<file path="src/rvDecodePkg.sv">
package rvDecodePkg;

    // Datapath widths
    localparam int instWidth   = 32;
    localparam int immWidth    = 32;
    localparam int regIdxWidth = 5;

    // Major opcodes, instruction bits 6:0
    typedef enum logic [6:0] {
        opcLui    = 7'b0110111,
        opcAuipc  = 7'b0010111,
        opcJal    = 7'b1101111,
        opcJalr   = 7'b1100111,
        opcBranch = 7'b1100011,
        opcLoad   = 7'b0000011,
        opcStore  = 7'b0100011,
        opcAluReg = 7'b0110011,
        opcAluImm = 7'b0010011
    } opcode_e;

    // Decoded class, clsNone for anything unknown
    typedef enum logic [3:0] {
        clsNone, clsLui, clsAuipc, clsJal, clsJalr,
        clsBranch, clsLoad, clsStore, clsAluReg, clsAluImm
    } instClass_e;

    // Operation id seen by every consumer
    typedef enum logic [5:0] {
        opNop,
        opLui, opAuipc, opJal, opJalr,
        opBeq, opBne, opBlt, opBge, opBltu, opBgeu,
        opLb, opLh, opLw, opLbu, opLhu,
        opSb, opSh, opSw,
        opAdd, opSub, opSll, opSlt, opSltu, opXor, opSrl, opSra, opOr, opAnd,
        opAddi, opSlti, opSltiu, opXori, opOri, opAndi, opSlli, opSrli, opSrai
    } opId_e;

    // Jump and link register
    localparam logic [2:0] f3Jalr = 3'b000;

    // Branch compares
    localparam logic [2:0] f3Beq  = 3'b000;
    localparam logic [2:0] f3Bne  = 3'b001;
    localparam logic [2:0] f3Blt  = 3'b100;
    localparam logic [2:0] f3Bge  = 3'b101;
    localparam logic [2:0] f3Bltu = 3'b110;
    localparam logic [2:0] f3Bgeu = 3'b111;

    // Load sizes
    localparam logic [2:0] f3Lb   = 3'b000;
    localparam logic [2:0] f3Lh   = 3'b001;
    localparam logic [2:0] f3Lw   = 3'b010;
    localparam logic [2:0] f3Lbu  = 3'b100;
    localparam logic [2:0] f3Lhu  = 3'b101;

    // Store sizes
    localparam logic [2:0] f3Sb   = 3'b000;
    localparam logic [2:0] f3Sh   = 3'b001;
    localparam logic [2:0] f3Sw   = 3'b010;

    // ALU ops, shared by register and immediate forms
    localparam logic [2:0] f3Add  = 3'b000;
    localparam logic [2:0] f3Sll  = 3'b001;
    localparam logic [2:0] f3Slt  = 3'b010;
    localparam logic [2:0] f3Sltu = 3'b011;
    localparam logic [2:0] f3Xor  = 3'b100;
    localparam logic [2:0] f3Srl  = 3'b101;
    localparam logic [2:0] f3Or   = 3'b110;
    localparam logic [2:0] f3And  = 3'b111;

    // Funct7 selectors
    localparam logic [6:0] f7Base = 7'b0000000;
    localparam logic [6:0] f7Sub  = 7'b0100000;
    localparam logic [6:0] f7Sra  = 7'b0100000;

endpackage

</file>
<file path="src/dispatchRouter.sv">
`timescale 1ns/1ps

module dispatchRouter import rvDecodePkg::*; #(
    parameter int addrWidth = 32
) (
    input  logic                   clk,
    input  logic                   arstN,
    input  logic                   rdy,
    input  logic                   icValid,
    input  logic [instWidth-1:0]   inst,
    input  logic [addrWidth-1:0]   pc,
    input  logic                   predJumpIn,
    input  logic [addrWidth-1:0]   predPcIn,
    input  instClass_e             instClass,
    input  opId_e                  opIdIn,
    input  logic                   legal,
    input  logic [immWidth-1:0]    immIn,
    // Consumer valids
    output logic                   lsbValid,
    output logic                   rsValid,
    output logic                   robValid,
    output logic                   rfRdValid,
    output logic                   rfRs1Valid,
    output logic                   rfRs2Valid,
    // Shared payload
    output logic [addrWidth-1:0]   instPc,
    output opId_e                  opId,
    output logic [regIdxWidth-1:0] rd,
    output logic [regIdxWidth-1:0] rs1,
    output logic [regIdxWidth-1:0] rs2,
    output logic [immWidth-1:0]    imm,
    output logic                   predJump,
    output logic [addrWidth-1:0]   predPc
);

    logic                 accept;
    logic                 toLsb;
    logic                 toRs;
    logic                 needRd;
    logic                 needRs1;
    logic                 needRs2;
    logic                 isCtrl;
    logic [addrWidth-1:0] pcPlus4;

    // Illegal words are dropped like an empty slot
    assign accept = icValid && legal;

    // Routing table per class
    always_comb begin
        toLsb   = 1'b0;
        toRs    = 1'b0;
        needRd  = 1'b0;
        needRs1 = 1'b0;
        needRs2 = 1'b0;
        case (instClass)
            clsLui, clsAuipc, clsJal: begin
                toRs   = 1'b1;
                needRd = 1'b1;
            end
            clsJalr, clsAluImm: begin
                toRs    = 1'b1;
                needRd  = 1'b1;
                needRs1 = 1'b1;
            end
            clsBranch: begin
                toRs    = 1'b1;
                needRs1 = 1'b1;
                needRs2 = 1'b1;
            end
            clsLoad: begin
                toLsb   = 1'b1;
                needRd  = 1'b1;
                needRs1 = 1'b1;
            end
            clsStore: begin
                toLsb   = 1'b1;
                needRs1 = 1'b1;
                needRs2 = 1'b1;
            end
            clsAluReg: begin
                toRs    = 1'b1;
                needRd  = 1'b1;
                needRs1 = 1'b1;
                needRs2 = 1'b1;
            end
            default: toRs = 1'b0;
        endcase
    end

    // Only control flow keeps the predictor's guess
    assign isCtrl  = (instClass == clsJal) || (instClass == clsJalr) ||
                     (instClass == clsBranch);
    assign pcPlus4 = pc + addrWidth'(4);

    always_ff @(posedge clk or negedge arstN) begin
        if (!arstN) begin
            lsbValid   <= 1'b0;
            rsValid    <= 1'b0;
            robValid   <= 1'b0;
            rfRdValid  <= 1'b0;
            rfRs1Valid <= 1'b0;
            rfRs2Valid <= 1'b0;
            instPc     <= '0;
            opId       <= opNop;
            rd         <= '0;
            rs1        <= '0;
            rs2        <= '0;
            imm        <= '0;
            predJump   <= 1'b0;
            predPc     <= '0;
        end else if (rdy) begin
            // Valids refresh every ready cycle, idle clears them
            lsbValid   <= accept && toLsb;
            rsValid    <= accept && toRs;
            // Every routed instruction takes a ROB entry
            robValid   <= accept && (toLsb || toRs);
            rfRdValid  <= accept && needRd;
            rfRs1Valid <= accept && needRs1;
            rfRs2Valid <= accept && needRs2;
            if (accept) begin
                instPc   <= pc;
                opId     <= opIdIn;
                // Unused indices forced to x0
                rd       <= needRd  ? inst[11:7]  : '0;
                rs1      <= needRs1 ? inst[19:15] : '0;
                rs2      <= needRs2 ? inst[24:20] : '0;
                imm      <= immIn;
                predJump <= isCtrl ? predJumpIn : 1'b0;
                predPc   <= isCtrl ? predPcIn   : pcPlus4;
            end
        end
    end

endmodule

</file>
<file path="src/immGen.sv">
`timescale 1ns/1ps

module immGen import rvDecodePkg::*; (
    input  logic [instWidth-1:0] inst,
    input  instClass_e           instClass,
    output logic [immWidth-1:0]  imm
);

    logic [2:0] funct3;
    logic       isShift;

    assign funct3 = inst[14:12];

    // SLLI, SRLI and SRAI carry a shift amount, not a signed value
    assign isShift = (funct3 == f3Sll) || (funct3 == f3Srl);

    always_comb begin
        case (instClass)
            // U type, low 12 bits zero
            clsLui, clsAuipc:
                imm = {inst[31:12], {(immWidth-20){1'b0}}};
            // J type, bit 0 implied
            clsJal:
                imm = {{(immWidth-20){inst[31]}}, inst[19:12], inst[20],
                       inst[30:21], 1'b0};
            // B type, bit 0 implied
            clsBranch:
                imm = {{(immWidth-12){inst[31]}}, inst[7], inst[30:25],
                       inst[11:8], 1'b0};
            // I type
            clsJalr, clsLoad:
                imm = {{(immWidth-12){inst[31]}}, inst[31:20]};
            // S type, split field
            clsStore:
                imm = {{(immWidth-12){inst[31]}}, inst[31:25], inst[11:7]};
            clsAluImm: begin
                if (isShift) begin
                    imm = {{(immWidth-6){1'b0}}, inst[25:20]};
                end else begin
                    imm = {{(immWidth-12){inst[31]}}, inst[31:20]};
                end
            end
            // Register ALU and unknown carry no immediate
            default:
                imm = '0;
        endcase
    end

endmodule

</file>
<file path="src/instDecoder.sv">
`timescale 1ns/1ps

module instDecoder import rvDecodePkg::*; #(
    parameter int addrWidth = 32
) (
    input  logic                   clk,
    input  logic                   arstN,
    input  logic                   rdy,
    // Fetch side
    input  logic                   icValid,
    input  logic [instWidth-1:0]   icInst,
    input  logic [addrWidth-1:0]   icPc,
    input  logic                   icPredJump,
    input  logic [addrWidth-1:0]   icPredPc,
    // Per-consumer valids
    output logic                   lsbValid,
    output logic                   rsValid,
    output logic                   robValid,
    output logic                   rfRdValid,
    output logic                   rfRs1Valid,
    output logic                   rfRs2Valid,
    // Payload shared by all consumers
    output logic [addrWidth-1:0]   instPc,
    output opId_e                  opId,
    output logic [regIdxWidth-1:0] rd,
    output logic [regIdxWidth-1:0] rs1,
    output logic [regIdxWidth-1:0] rs2,
    output logic [immWidth-1:0]    imm,
    output logic                   predJump,
    output logic [addrWidth-1:0]   predPc
);

    instClass_e            instClass;
    opId_e                 opIdComb;
    logic                  legal;
    logic [immWidth-1:0]   immComb;

    // Class and operation from opcode and funct fields
    opDecoder opDecoder_inst (
        .inst      (icInst),
        .instClass (instClass),
        .opId      (opIdComb),
        .legal     (legal)
    );

    // Immediate per format
    immGen immGen_inst (
        .inst      (icInst),
        .instClass (instClass),
        .imm       (immComb)
    );

    // Registered dispatch stage
    dispatchRouter #(
        .addrWidth (addrWidth)
    ) dispatchRouter_inst (
        .clk        (clk),
        .arstN      (arstN),
        .rdy        (rdy),
        .icValid    (icValid),
        .inst       (icInst),
        .pc         (icPc),
        .predJumpIn (icPredJump),
        .predPcIn   (icPredPc),
        .instClass  (instClass),
        .opIdIn     (opIdComb),
        .legal      (legal),
        .immIn      (immComb),
        .lsbValid   (lsbValid),
        .rsValid    (rsValid),
        .robValid   (robValid),
        .rfRdValid  (rfRdValid),
        .rfRs1Valid (rfRs1Valid),
        .rfRs2Valid (rfRs2Valid),
        .instPc     (instPc),
        .opId       (opId),
        .rd         (rd),
        .rs1        (rs1),
        .rs2        (rs2),
        .imm        (imm),
        .predJump   (predJump),
        .predPc     (predPc)
    );

endmodule

</file>
<file path="src/opDecoder.sv">
`timescale 1ns/1ps

module opDecoder import rvDecodePkg::*; (
    input  logic [instWidth-1:0] inst,
    output instClass_e           instClass,
    output opId_e                opId,
    output logic                 legal
);

    opcode_e    opcode;
    logic [2:0] funct3;
    logic [6:0] funct7;

    assign opcode = opcode_e'(inst[6:0]);
    assign funct3 = inst[14:12];
    assign funct7 = inst[31:25];

    always_comb begin
        instClass = clsNone;
        opId      = opNop;
        case (opcode)
            opcLui:    begin instClass = clsLui;   opId = opLui;   end
            opcAuipc:  begin instClass = clsAuipc; opId = opAuipc; end
            opcJal:    begin instClass = clsJal;   opId = opJal;   end
            opcJalr: begin
                instClass = clsJalr;
                if (funct3 == f3Jalr) opId = opJalr;
            end
            opcBranch: begin
                instClass = clsBranch;
                case (funct3)
                    f3Beq:   opId = opBeq;
                    f3Bne:   opId = opBne;
                    f3Blt:   opId = opBlt;
                    f3Bge:   opId = opBge;
                    f3Bltu:  opId = opBltu;
                    f3Bgeu:  opId = opBgeu;
                    default: opId = opNop;
                endcase
            end
            opcLoad: begin
                instClass = clsLoad;
                case (funct3)
                    f3Lb:    opId = opLb;
                    f3Lh:    opId = opLh;
                    f3Lw:    opId = opLw;
                    f3Lbu:   opId = opLbu;
                    f3Lhu:   opId = opLhu;
                    default: opId = opNop;
                endcase
            end
            opcStore: begin
                instClass = clsStore;
                case (funct3)
                    f3Sb:    opId = opSb;
                    f3Sh:    opId = opSh;
                    f3Sw:    opId = opSw;
                    default: opId = opNop;
                endcase
            end
            opcAluReg: begin
                instClass = clsAluReg;
                case (funct3)
                    // Funct7 splits add/sub and the two right shifts
                    f3Add:  opId = (funct7 == f7Base) ? opAdd :
                                   (funct7 == f7Sub)  ? opSub : opNop;
                    f3Sll:  opId = opSll;
                    f3Slt:  opId = opSlt;
                    f3Sltu: opId = opSltu;
                    f3Xor:  opId = opXor;
                    f3Srl:  opId = (funct7 == f7Base) ? opSrl :
                                   (funct7 == f7Sra)  ? opSra : opNop;
                    f3Or:   opId = opOr;
                    f3And:  opId = opAnd;
                endcase
            end
            opcAluImm: begin
                instClass = clsAluImm;
                case (funct3)
                    f3Add:  opId = opAddi;
                    f3Sll:  opId = opSlli;
                    f3Slt:  opId = opSlti;
                    f3Sltu: opId = opSltiu;
                    f3Xor:  opId = opXori;
                    // Upper immediate bits pick logical or arithmetic
                    f3Srl:  opId = (funct7 == f7Base) ? opSrli :
                                   (funct7 == f7Sra)  ? opSrai : opNop;
                    f3Or:   opId = opOri;
                    f3And:  opId = opAndi;
                endcase
            end
            default: instClass = clsNone;
        endcase
    end

    // Anything that fell through to opNop is not a real instruction
    assign legal = (opId != opNop);

endmodule

</file>
<file path="config.mk">
export PLATFORM = sky130hd
export DESIGN_NAME = instDecoder
export DESIGN_NICKNAME = d
export VERILOG_FILES = /design/src/rvDecodePkg.sv /design/src/dispatchRouter.sv /design/src/immGen.sv /design/src/instDecoder.sv /design/src/opDecoder.sv
export SDC_FILE = /design/constraint.sdc
export NUM_CORES = 1
export LEC_CHECK = 0
export ABC_CLOCK_PERIOD_IN_PS = 1200
export BUFFER_PORTS_ARGS = -buffer_cell sky130_fd_sc_hd__buf_2
export CAP_MARGIN = 25
export CELL_PAD_IN_SITES_DETAIL_PLACEMENT = 0
export CELL_PAD_IN_SITES_GLOBAL_PLACEMENT = 1
export CORE_MARGIN = 2
export CORE_UTILIZATION = 35
export CTS_CLUSTER_DIAMETER = 40
export DETAILED_ROUTE_END_ITERATION = 10
export PLACE_DENSITY_LB_ADDON = 0.08
export RECOVER_POWER = 50
export SYNTH_ARGS = -nofsm -noshare
export SYNTH_HDL_FRONTEND = slang
export SYNTH_HIERARCHICAL = 1
export SYNTH_SLANG_ARGS = --single-unit
</file>
<file path="constraint.sdc">
create_clock -name clk -period 1.2 [get_ports clk]
set_clock_uncertainty 0.2 [all_clocks]
set_input_delay 0.06 -clock clk [delete_from_list [all_inputs] [get_ports clk]]
set_output_delay 0.06 -clock clk [all_outputs]
set_load 0.05 [all_outputs]
</file>
---- Yosys cells after proc, flatten, opt, wreduce, memory -nomap -nowiden ----
Index checks and enable logic that the tools add are counted.
word-level totals
  bits in registers ....................... 124
  input port bits ......................... 101
  output and inout bits ................... 124
  logic and storage cells ................. 89
cells by class
  $add $sub $neg .......................... 1
  equality and inequality tests ........... 26
  mux-type cells .......................... 26
  reductions and logical operators ........ 22
operators by type and width
  operator                 number
  $pmux W32 S6             1
  $pmux W6 S8              2
  $mux W32                 2
  $pmux W6 S9              1
  $pmux W4 S9              1
  $add A32 B3 Y32 const B  1
  $eq A7 B6 Y1 const B     4
  $mux W5                  5
  $mux W6                  4
  $pmux W4 S6              1
  $eq A7 B7 Y1 const B     3
  $pmux W4 S5              1
  $eq A4 B3 Y1 const B     4
  $pmux W5 S3              1
  $eq A7 B5 Y1 const B     2
  $reduce_or A7 Y1         2
  $eq A3 B3 Y1 const B     4
  $eq A4 B2 Y1 const B     2
  $eq A4 B4 Y1 const B     2
  $eq A7 B2 Y1 const B     1
  $logic_and A1 B1 Y1      7
  $logic_not A7 Y1         1
  $eq A3 B2 Y1 const B     2
  $mux W1                  6
  other kinds (10)         15

---- Logic depth before layout (Yosys ltp) ----
Gate-level depths: netlist of the first run.
  depth after elaboration ................. 8
  mapped depth ............................ 14
  depth with buffers taken out ............ 10

---- Hierarchy ----
The synthesis of the first run kept the hierarchy.
modules (own cells, without submodules)
  module          instances  cells an instance  area each (µm²)  seq. area each (µm²)
  dispatchRouter  1          601                5485.3           3103.0
  opDecoder       1          110                698.2            0.0
  immGen          1          82                 609.3            0.0

---- Least setup slack after synthesis of the first run ----
OpenSTA, ideal clock, no wires.
  path type ............................... input to register
  from .................................... in icInst[3]
  to ...................................... reg dispatchRouter_inst.predPc[3]
  setup time .............................. 0.141 ns
  arrival time ............................ 2.347 ns
  required time ........................... 0.859 ns
  slack ................................... -1.488 ns
  stages .................................. 12
  path buffers ............................ 4
  path through ............................ buf_6 nor4bb_4 and2b_4 nand2_2 a211o_1 and4b_1 nand4bb_1 and3_1 clkbuf_1 clkbuf_1 clkbuf_1 a31oi_1
between the ends
  word-level cells in the longest chain between the ends .. 6
  elaborated cells on any way between the ends .. 20
  those cells by class .................... eq/ne (12); mux (3); reduce/logical (5)
ends and longest elaborated chain
  element                                              line                   source
  start, declared                                      instDecoder.sv:11      input logic [instWidth-1:0] icInst,
  $eq A7 B5 Y1, or another cell as far along           opDecoder.sv:21        case (opcode)
  $pmux W4 S9 *                                        opDecoder.sv:21
  named net instClass[3]                               instDecoder.sv:33      instClass_e instClass;
  $eq A4 B2 Y1 / $eq A4 B3 Y1 (equally long branches)  dispatchRouter.sv:91   assign isCtrl = (instClass == clsJal) || (instClass == clsJalr) ||
  $logic_or A1 B1 Y1                                   dispatchRouter.sv:91
  $logic_or A1 B1 Y1 *                                 dispatchRouter.sv:91
  $mux W32 *                                           dispatchRouter.sv:129  predPc <= isCtrl ? predPcIn : pcPlus4;
  end signal, assigned                                 dispatchRouter.sv:129
  end, declared                                        dispatchRouter.sv:33   output logic [addrWidth-1:0] predPc
The timed path passes the listed nets; every way through them passes the cells marked *.
A chain may end at the register's enable or synchronous reset.

---- Final worst setup path of the first run ----
  from .................................... in icInst[25]
  to ...................................... reg dispatchRouter_inst.rd[2]
between the ends
  word-level cells in the longest chain between the ends .. 8
  elaborated cells on any way between the ends .. 14
  those cells by class .................... eq/ne (1); mux (9); reduce/logical (4)
ends and longest elaborated chain
  element                                line                                               source
  $eq A7 B6 Y1                           opDecoder.sv:66, opDecoder.sv:72, opDecoder.sv:87
  $mux W6, or another cell as far along  opDecoder.sv:87                                    (funct7 == f7Sra) ? opSrai : opNop;
  $mux W6 (on tied branches)             opDecoder.sv:86, opDecoder.sv:65, opDecoder.sv:71
  $pmux W6 S8 (on tied branches)         opDecoder.sv:79, opDecoder.sv:63
  $pmux W6 S9 *                          opDecoder.sv:21
  $reduce_bool A6 Y1 *                   opDecoder.sv:97                                    assign legal = (opId != opNop);
  named net legal                        instDecoder.sv:35                                  logic legal;
  $logic_and A1 B1 Y1 *                  dispatchRouter.sv:46                               assign accept = icValid && legal;
  $reduce_and A2 Y1 (no line) *          n/a
  end signal, assigned                   dispatchRouter.sv:124                              rd <= needRd ? inst[11:7] : '0;
  end, declared                          dispatchRouter.sv:28                               output logic [regIdxWidth-1:0] rd,
Marked as above.

==> results.cfg, run 1 <==
[power_and_ir_drop]
cellInternalPower_uw = 10600
power_density_nw_per_um2 = 1540
power.clock.fraction_pct = 31.3
combinationalPowerShare_pct = 37.5
vdd.ir_drop.worst_uv = 1240
total_leakage_power_uw = 0.00610
power_frac_seq_pct = 31.2
p_sw_uw = 7380
power.switching_fraction_pct = 41.0

[outcome]
run_status = finished with violations
failing_checks = negative hold slack, negative setup slack

[timing]
timing_worst_slew_pin_value_ps = 722
endpoints_failing_setup = 248
layout_worst_path_cycle_share_pct = 181
finalMaxSlewViolations = 0
fmax_ghz = 0.461
final_layout_worst_hold_slack_ps = -1.36
period_minus_slack_ps = 2170
slew_headroom_pct = 51.9
grt_setup_unrepaired = yes
final_critical_path_setup_slack_ps = -970
finalHoldViolCount = 1

[final_layout]
stdcell_count = 1523
antennaDiodeCount = 0
sequential_cell_area_um2 = 3100
nFillCells = 1712
layout-area-overhead-vs-synth_pct = 71.9
post_route_utilization_pct = 61.8
layout_cell_share_with_drive_strength_beyond_1_pct = 40.9
layout.nets = 1352
finish.instance_area_um2 = 11700
footprint_of_the_multi_input_gates_um2 = 3730

[floorplan]
initial_core_util_pct = 36.0
fp.dieH_um = 143
fp.dieW_um = 143
placeableCoreArea_um2 = 18900
die_area_um2 = 20500
ioPinCount = 225
placement_rows = 50

[place]
place.gp.congestion = 0.857
numPortBuffers = 224
detailedPlacementHpwl_um = 17400
placedCellCount = 1383
placement.cell_area_um2 = 9430

[critical_path]
rrSetupSlack_ps = 270
crit-reg2reg-capture = dispatchRouter_inst/predPc[20]$_DFFE_PN0P_
worstPathRequired_ps = 1310
ff2ff_path_depth = 2
crit-reg2reg-launch = dispatchRouter_inst/predPc[20]$_DFFE_PN0P_
critical_path_peak_fanout = 19
worstSetupEndpoint = dispatchRouter_inst/rd[2]$_DFFE_PN0P_
setup.worst_path.start = icInst[25]
startpoint_class_of_the_critical_path = input port
critPathArrivalTime_ps = 2280
setup.worst_path.class = in2reg
critPathCaptureType = flip-flop

[detailed_routing]
routed_via_density = 4.94
mean_routed_wirelength_per_cell_um = 16.7
drt_iter0_drc = 369
drtAntennaViolNets = 0
route.detailed.drc = 0
drt_pass1_iterations = 6
detail_route.wirelength_um = 25500
route.vias.total = 7529

[clock_network]
clock_tree.buffer_depth = 2
clock-sinks = 124
cts_buffers = 17
ctsRootBufferMaster = clkbuf_16
clock_insertion_delay_worst_skew_ps = 420
clk_pin_slew_worst_paths_ps = 60
cts_tree = done
htreeDepth = 4

[yosys]
netlist_area_um2 = 6790
yosys-top-cells-area = dfrtp_1, nand2_1, a21oi_1, a21o_1, xor2_1
yosys-top-cells-count = nand2_1, dfrtp_1, a21oi_1, nor2_1, o21ai_1
synth.top_cell.area_share_pct = 45.7
synth.most_common_cell = nand2_1
synthesized_net_count = 895
synthesis.yosys.warnings = 6
yosys.area.top_type = dfrtp_1
synthFlopType = dfrtp_1
synth_async_sr_flop_share_pct = 100
synth_edf_count = 0
sequential_share_of_the_synthesized_area_pct = 45.7
synth.distinct_cells = 77
synth_cells = 793
avgSynthCellArea_um2 = 8.57
ys_seq_elements = 124

[worst_hold_path]
holdPathStages = 5
class_of_the_tightest_hold_or_removal_check = in2reg

[global_routing]
grt_first_pass_wirelength_um = 38500
antenna_found_initial = 0
largest_net_degree_at_the_start_of_global_routing = 73
gr-total-overflow = 0
vias_in_the_first_global_route = 7391
grt_util_all_layers_pct = 24.0

[run]
maxCapViolCount = 0
[repair_timing]
| action | 4_1_cts | 5_1_grt |
|---|---|---|
| gates cloned | 0 | 8 |
| buffers inserted | 5 | 2 |
| gates resized for setup | 46 | 106 |
| hold buffers | 94 | 0 |
| endpoints found under the hold margin | 236 | 0 |
| pin swaps | 47 | 35 |
| setup endpoints to repair | 248 | 248 |
[metal layers]
layer | global-route usage (%) | part of all wire [%]
met5 | 0 | 0
met4 | 7.33 | 1.7
met3 | 5.83 | 5.9
met2 | 39.9 | 48
met1 | 31.1 | 44
[final cells by class]
class	count	share of cell area, %
clock buffers	18	3.68
clock inverters	14	1.79
inverters	7	0.225
multi-input cells	611	32.0
flip-flops and latches	124	26.6
well taps	260	2.79
repair buffers	489	33.0
[power groups by stage]
| stage | Sequential [µW] | Clock [µW] | Combinational (µW) |
|---|---|---|---|
| 6_report | 5610 | 5630 | 6740 |
| 5_1_grt | 5700 | 5890 | 7120 |
| 4_1_cts | 5530 | 5750 | 6520 |
| 3_5_place_dp | 5560 | 0 | 6180 |
| 3_3_place_gp | 5590 | 0 | 6140 |
| 2_1_floorplan | 8680 | 0 | 1110 |
[critical path, cell delays in order]
cell and delay, ps:
buf_6 100, nor4_4 330, and2_4 230, a41oi_2 110, a211o_1 300, and4b_1 200
nand4bb_1 120, buf_4 160, nand3_4 170, clkbuf_16 240, a22o_1 240
[sequential cells by signal, indices dropped and copies added, names as in the netlist]
| signal | count |
|---|---|
| dispatchRouter_inst/rs1 | 5 |
| dispatchRouter_inst/lsbValid | 1 |
| dispatchRouter_inst/instPc | 32 |
| dispatchRouter_inst/predJump | 1 |
| dispatchRouter_inst/imm | 32 |
| dispatchRouter_inst/predPc | 32 |
| dispatchRouter_inst/rfRdValid | 1 |
| dispatchRouter_inst/opId | 6 |
| dispatchRouter_inst/rsValid | 1 |
| dispatchRouter_inst/robValid | 1 |
| dispatchRouter_inst/rfRs2Valid | 1 |
| dispatchRouter_inst/rs2 | 5 |
| dispatchRouter_inst/rfRs1Valid | 1 |
| dispatchRouter_inst/rd | 5 |
[cells by family after synthesis]
group / count (synthesis) / share of synthesized area [%]
flops: 124 / 45.7
fa+ha+maj: 2 / 0.332
compound gates: 172 / 17.2
xor+xnor: 28 / 3.61
simple gates: 408 / 29.1
buf+inv: 59 / 4.11
[metrics by stage]
stage,total power [µW],hold WS [ps],setup WS [ps],setup TNS (ps)
final,18000,-1.36,-970,-122670
after global placement,11700,-124,-1600,-184950
after floorplan,9790,-436,-1290,-146770
after global routing,18700,14.3,-1100,-142840
after CTS,17800,-12.1,-973,-122610
after detailed placement,11700,-127,-1590,-180180
[layout by cell type (no fill, tap or decap), types with 23 or more instances in the layout]
cell / n
nand2_1: 210
buf_2: 200
buf_4: 137
dfrtp_1: 124
dlygate4sd3_1: 94
buf_6: 31
nand2_2: 30
nor2_1: 30
a21oi_1: 30
o21ai_1: 26
nand3_1: 24
a21o_1: 24
clkbuf_16: 23
[worst min-delay path by stage]
stage	endpoint	startpoint	slack [ps]
2_1_floorplan	dispatchRouter_inst/imm[0]$_DFFE_PN0P_	arstN	-440
3_3_place_gp	dispatchRouter_inst/opId[0]$_DFFE_PN0P_	arstN	-120
3_5_place_dp	dispatchRouter_inst/opId[0]$_DFFE_PN0P_	arstN	-130
4_1_cts	dispatchRouter_inst/predPc[4]$_DFFE_PN0P_	arstN	-10
5_1_grt	dispatchRouter_inst/robValid$_DFFE_PN0P_	icValid	10
6_report	dispatchRouter_inst/robValid$_DFFE_PN0P_	icValid	-1
Power figures use the tool's default switching activity.
==> run 2, diff against run 1 <==
Settings changed: CELL_PAD_IN_SITES_GLOBAL_PLACEMENT 1 to 2, CORE_UTILIZATION 35 to 29.
==> run 2 against run 1 <==
Compared with the run above:
- the run still ends with negative hold slack, negative setup slack left
- sequential cell count unchanged
- power up 9.6%
- register-to-register slack worse by 200 ps
- clock-buffer cell count unchanged
- die area up 20%
- cell count up 10%
- via count up 6.5%
- design area up 17%
- non-clock buffer count up 95
- core utilization down 3.3 points
==> results.cfg, run 2 (synthesis gave the netlist of run 1 again) <==
[outcome]
run_status = finished with violations
failing_checks = negative hold slack, negative setup slack

[timing]
slew_headroom_pct = 51.3
layout_worst_path_cycle_share_pct = 186
grt_setup_unrepaired = yes
finalHoldViolCount = 1
period_minus_slack_ps = 2230
finalMaxSlewViolations = 0
final_critical_path_setup_slack_ps = -1030
tns_setup_ps = -118270
final_layout_worst_hold_slack_ps = -13.1
endpoints_failing_setup = 248
timing_worst_slew_pin_value_ps = 731
fmax_ghz = 0.449

[clock_network]
ctsRootBufferMaster = clkbuf_16
clock_insertion_delay_worst_skew_ps = 420
htreeDepth = 4
clock-sinks = 124
cts_buffers = 17
post_cts_hold_buffer_count = 94
cts_tree = done
clk_pin_slew_worst_paths_ps = 70
clock_tree.buffer_depth = 2

[critical_path]
rrSetupSlack_ps = 70
setup.worst_path.class = in2reg
critical_path_peak_fanout = 7
critPathArrivalTime_ps = 2340
startpoint_class_of_the_critical_path = input port
ff2ff_path_depth = 4
worstPathRequired_ps = 1310
critPathCaptureType = flip-flop

[run]
maxCapViolCount = 0

[final_layout]
layout_cell_share_with_drive_strength_beyond_1_pct = 48.9
commonest_cells_after_routing_fill_and_taps_aside = buf_4, nand2_1, buf_6, dfrtp_1, dlygate4sd3_1
nFillCells = 2111
sequential_cell_area_um2 = 3100
layout.nets = 1446
layout_top_registers = dispatchRouter_inst/imm (32), dispatchRouter_inst/instPc (32), dispatchRouter_inst/predPc (32)
layout-area-overhead-vs-synth_pct = 100
footprint_of_the_multi_input_gates_um2 = 3990
most_common_library_cell_in_the_layout_ignoring_fill_and_taps = buf_4
finish.instance_area_um2 = 13600
antennaDiodeCount = 0
stdcell_count = 1676

[place]
place.gp.congestion = 0.789
placedCellCount = 1446
placement.cell_area_um2 = 9510
numPortBuffers = 224
detailedPlacementHpwl_um = 19000

[global_routing]
grt_first_pass_wirelength_um = 43000
vias_in_the_first_global_route = 7901
grt_util_all_layers_pct = 22.6
antenna_found_initial = 0
gr-total-overflow = 0
largest_net_degree_at_the_start_of_global_routing = 35

[detailed_routing]
mean_routed_wirelength_per_cell_um = 17.5
routed_via_density = 4.79
drt_iter0_drc = 283
detail_route.wirelength_um = 29400
drtAntennaViolNets = 0
route.vias.total = 8020
drt_pass1_iterations = 4
route.detailed.drc = 0

[floorplan]
placeableCoreArea_um2 = 23300
fp.dieW_um = 157
fp.dieH_um = 157
initial_core_util_pct = 29.2
die_area_um2 = 24700
ioPinCount = 225
placement_rows = 56

[power_and_ir_drop]
vdd.ir_drop.worst_uv = 1490
power_density_nw_per_um2 = 1450
total_leakage_power_uw = 0.00684

[worst_hold_path]
holdPathStages = 5
class_of_the_tightest_hold_or_removal_check = in2reg
==> run 2: cell count changes in the layout (fill, tap and decap cells not counted), sizes merged <==
cell	previous run	this run
buf	388	479
bufinv	4	1
clkbuf	25	29
clkinv	1	3
clkinvlp	3	4
nand3	26	25
==> run 2: worst max-delay path, cell delays in order <==
cell and delay (ps):
buf_2 150, nand2b_4 150, and2b_4 200, buf_4 140
and3_1 170, a211o_1 310, nor2_2 160, nand4bb_4 130
and3_4 220, buf_12 150, clkbuf_16 160, and3_4 150
a21oi_2 90, o21ai_1 70
==> run 2: path summary, 6_finish.rpt <==
check,startpoint,end
worst max-delay path,icInst[6],dispatchRouter_inst/predPc[21]$_DFFE_PN0P_
worst min-delay path,icValid,dispatchRouter_inst/imm[31]$_DFFE_PN0P_
worst max register to register,dispatchRouter_inst/predPc[17]$_DFFE_PN0P_,dispatchRouter_inst/predPc[17]$_DFFE_PN0P_
worst min register to register,dispatchRouter_inst/imm[20]$_DFFE_PN0P_,dispatchRouter_inst/imm[20]$_DFFE_PN0P_
max in group asynchronous,arstN,dispatchRouter_inst/rs1[0]$_DFFE_PN0P_
min in group asynchronous,arstN,dispatchRouter_inst/rd[0]$_DFFE_PN0P_
==> run 2: report_power, final <==
group / switching (µW) / internal (µW) / total, µW
registers: 734 / 5060 / 5800
clock network: 2160 / 2890 / 5050
logic: 5090 / 3780 / 8870
total: 7980 / 11700 / 19700
==> run 2: metal layers <==
metal	wire length (µm)	track usage [%]	vias up
met5	0	0	-
met4	431	5.71	0
met3	1570	4.57	30
met2	14600	39.1	231
met1	12700	28.9	3898
li1	-	-	3861
==> run 2: cell type report <==
type	instances	share of cell area, %
sequential	124	22.8
inverter	7	0.193
timing repair buffer	584	40.6
tap	319	2.93
clock buffer	18	3.15
multi-input combinational	610	29.3
clock inverter	14	0.984
==> run 2: what timing repair did <==
item / in CTS / in global routing
setup buffers: 45 / 47
hold endpoints to repair: 236 / 13
gates resized for setup: 322 / 123
pin swaps: 35 / 67
gates cloned: 7 / 9
endpoints found under the setup margin: 248 / 248
==> run 2: through the flow <==
step	setup slack [ps]	util [%]	power (µW)
2_1_floorplan	-1290	-	9790
3_3_place_gp	-1550	40.9	11800
3_5_place_dp	-1560	40.9	11800
4_1_cts	-981	54.3	19000
5_1_grt	-1130	58.5	20500
6_report	-1030	58.5	19700
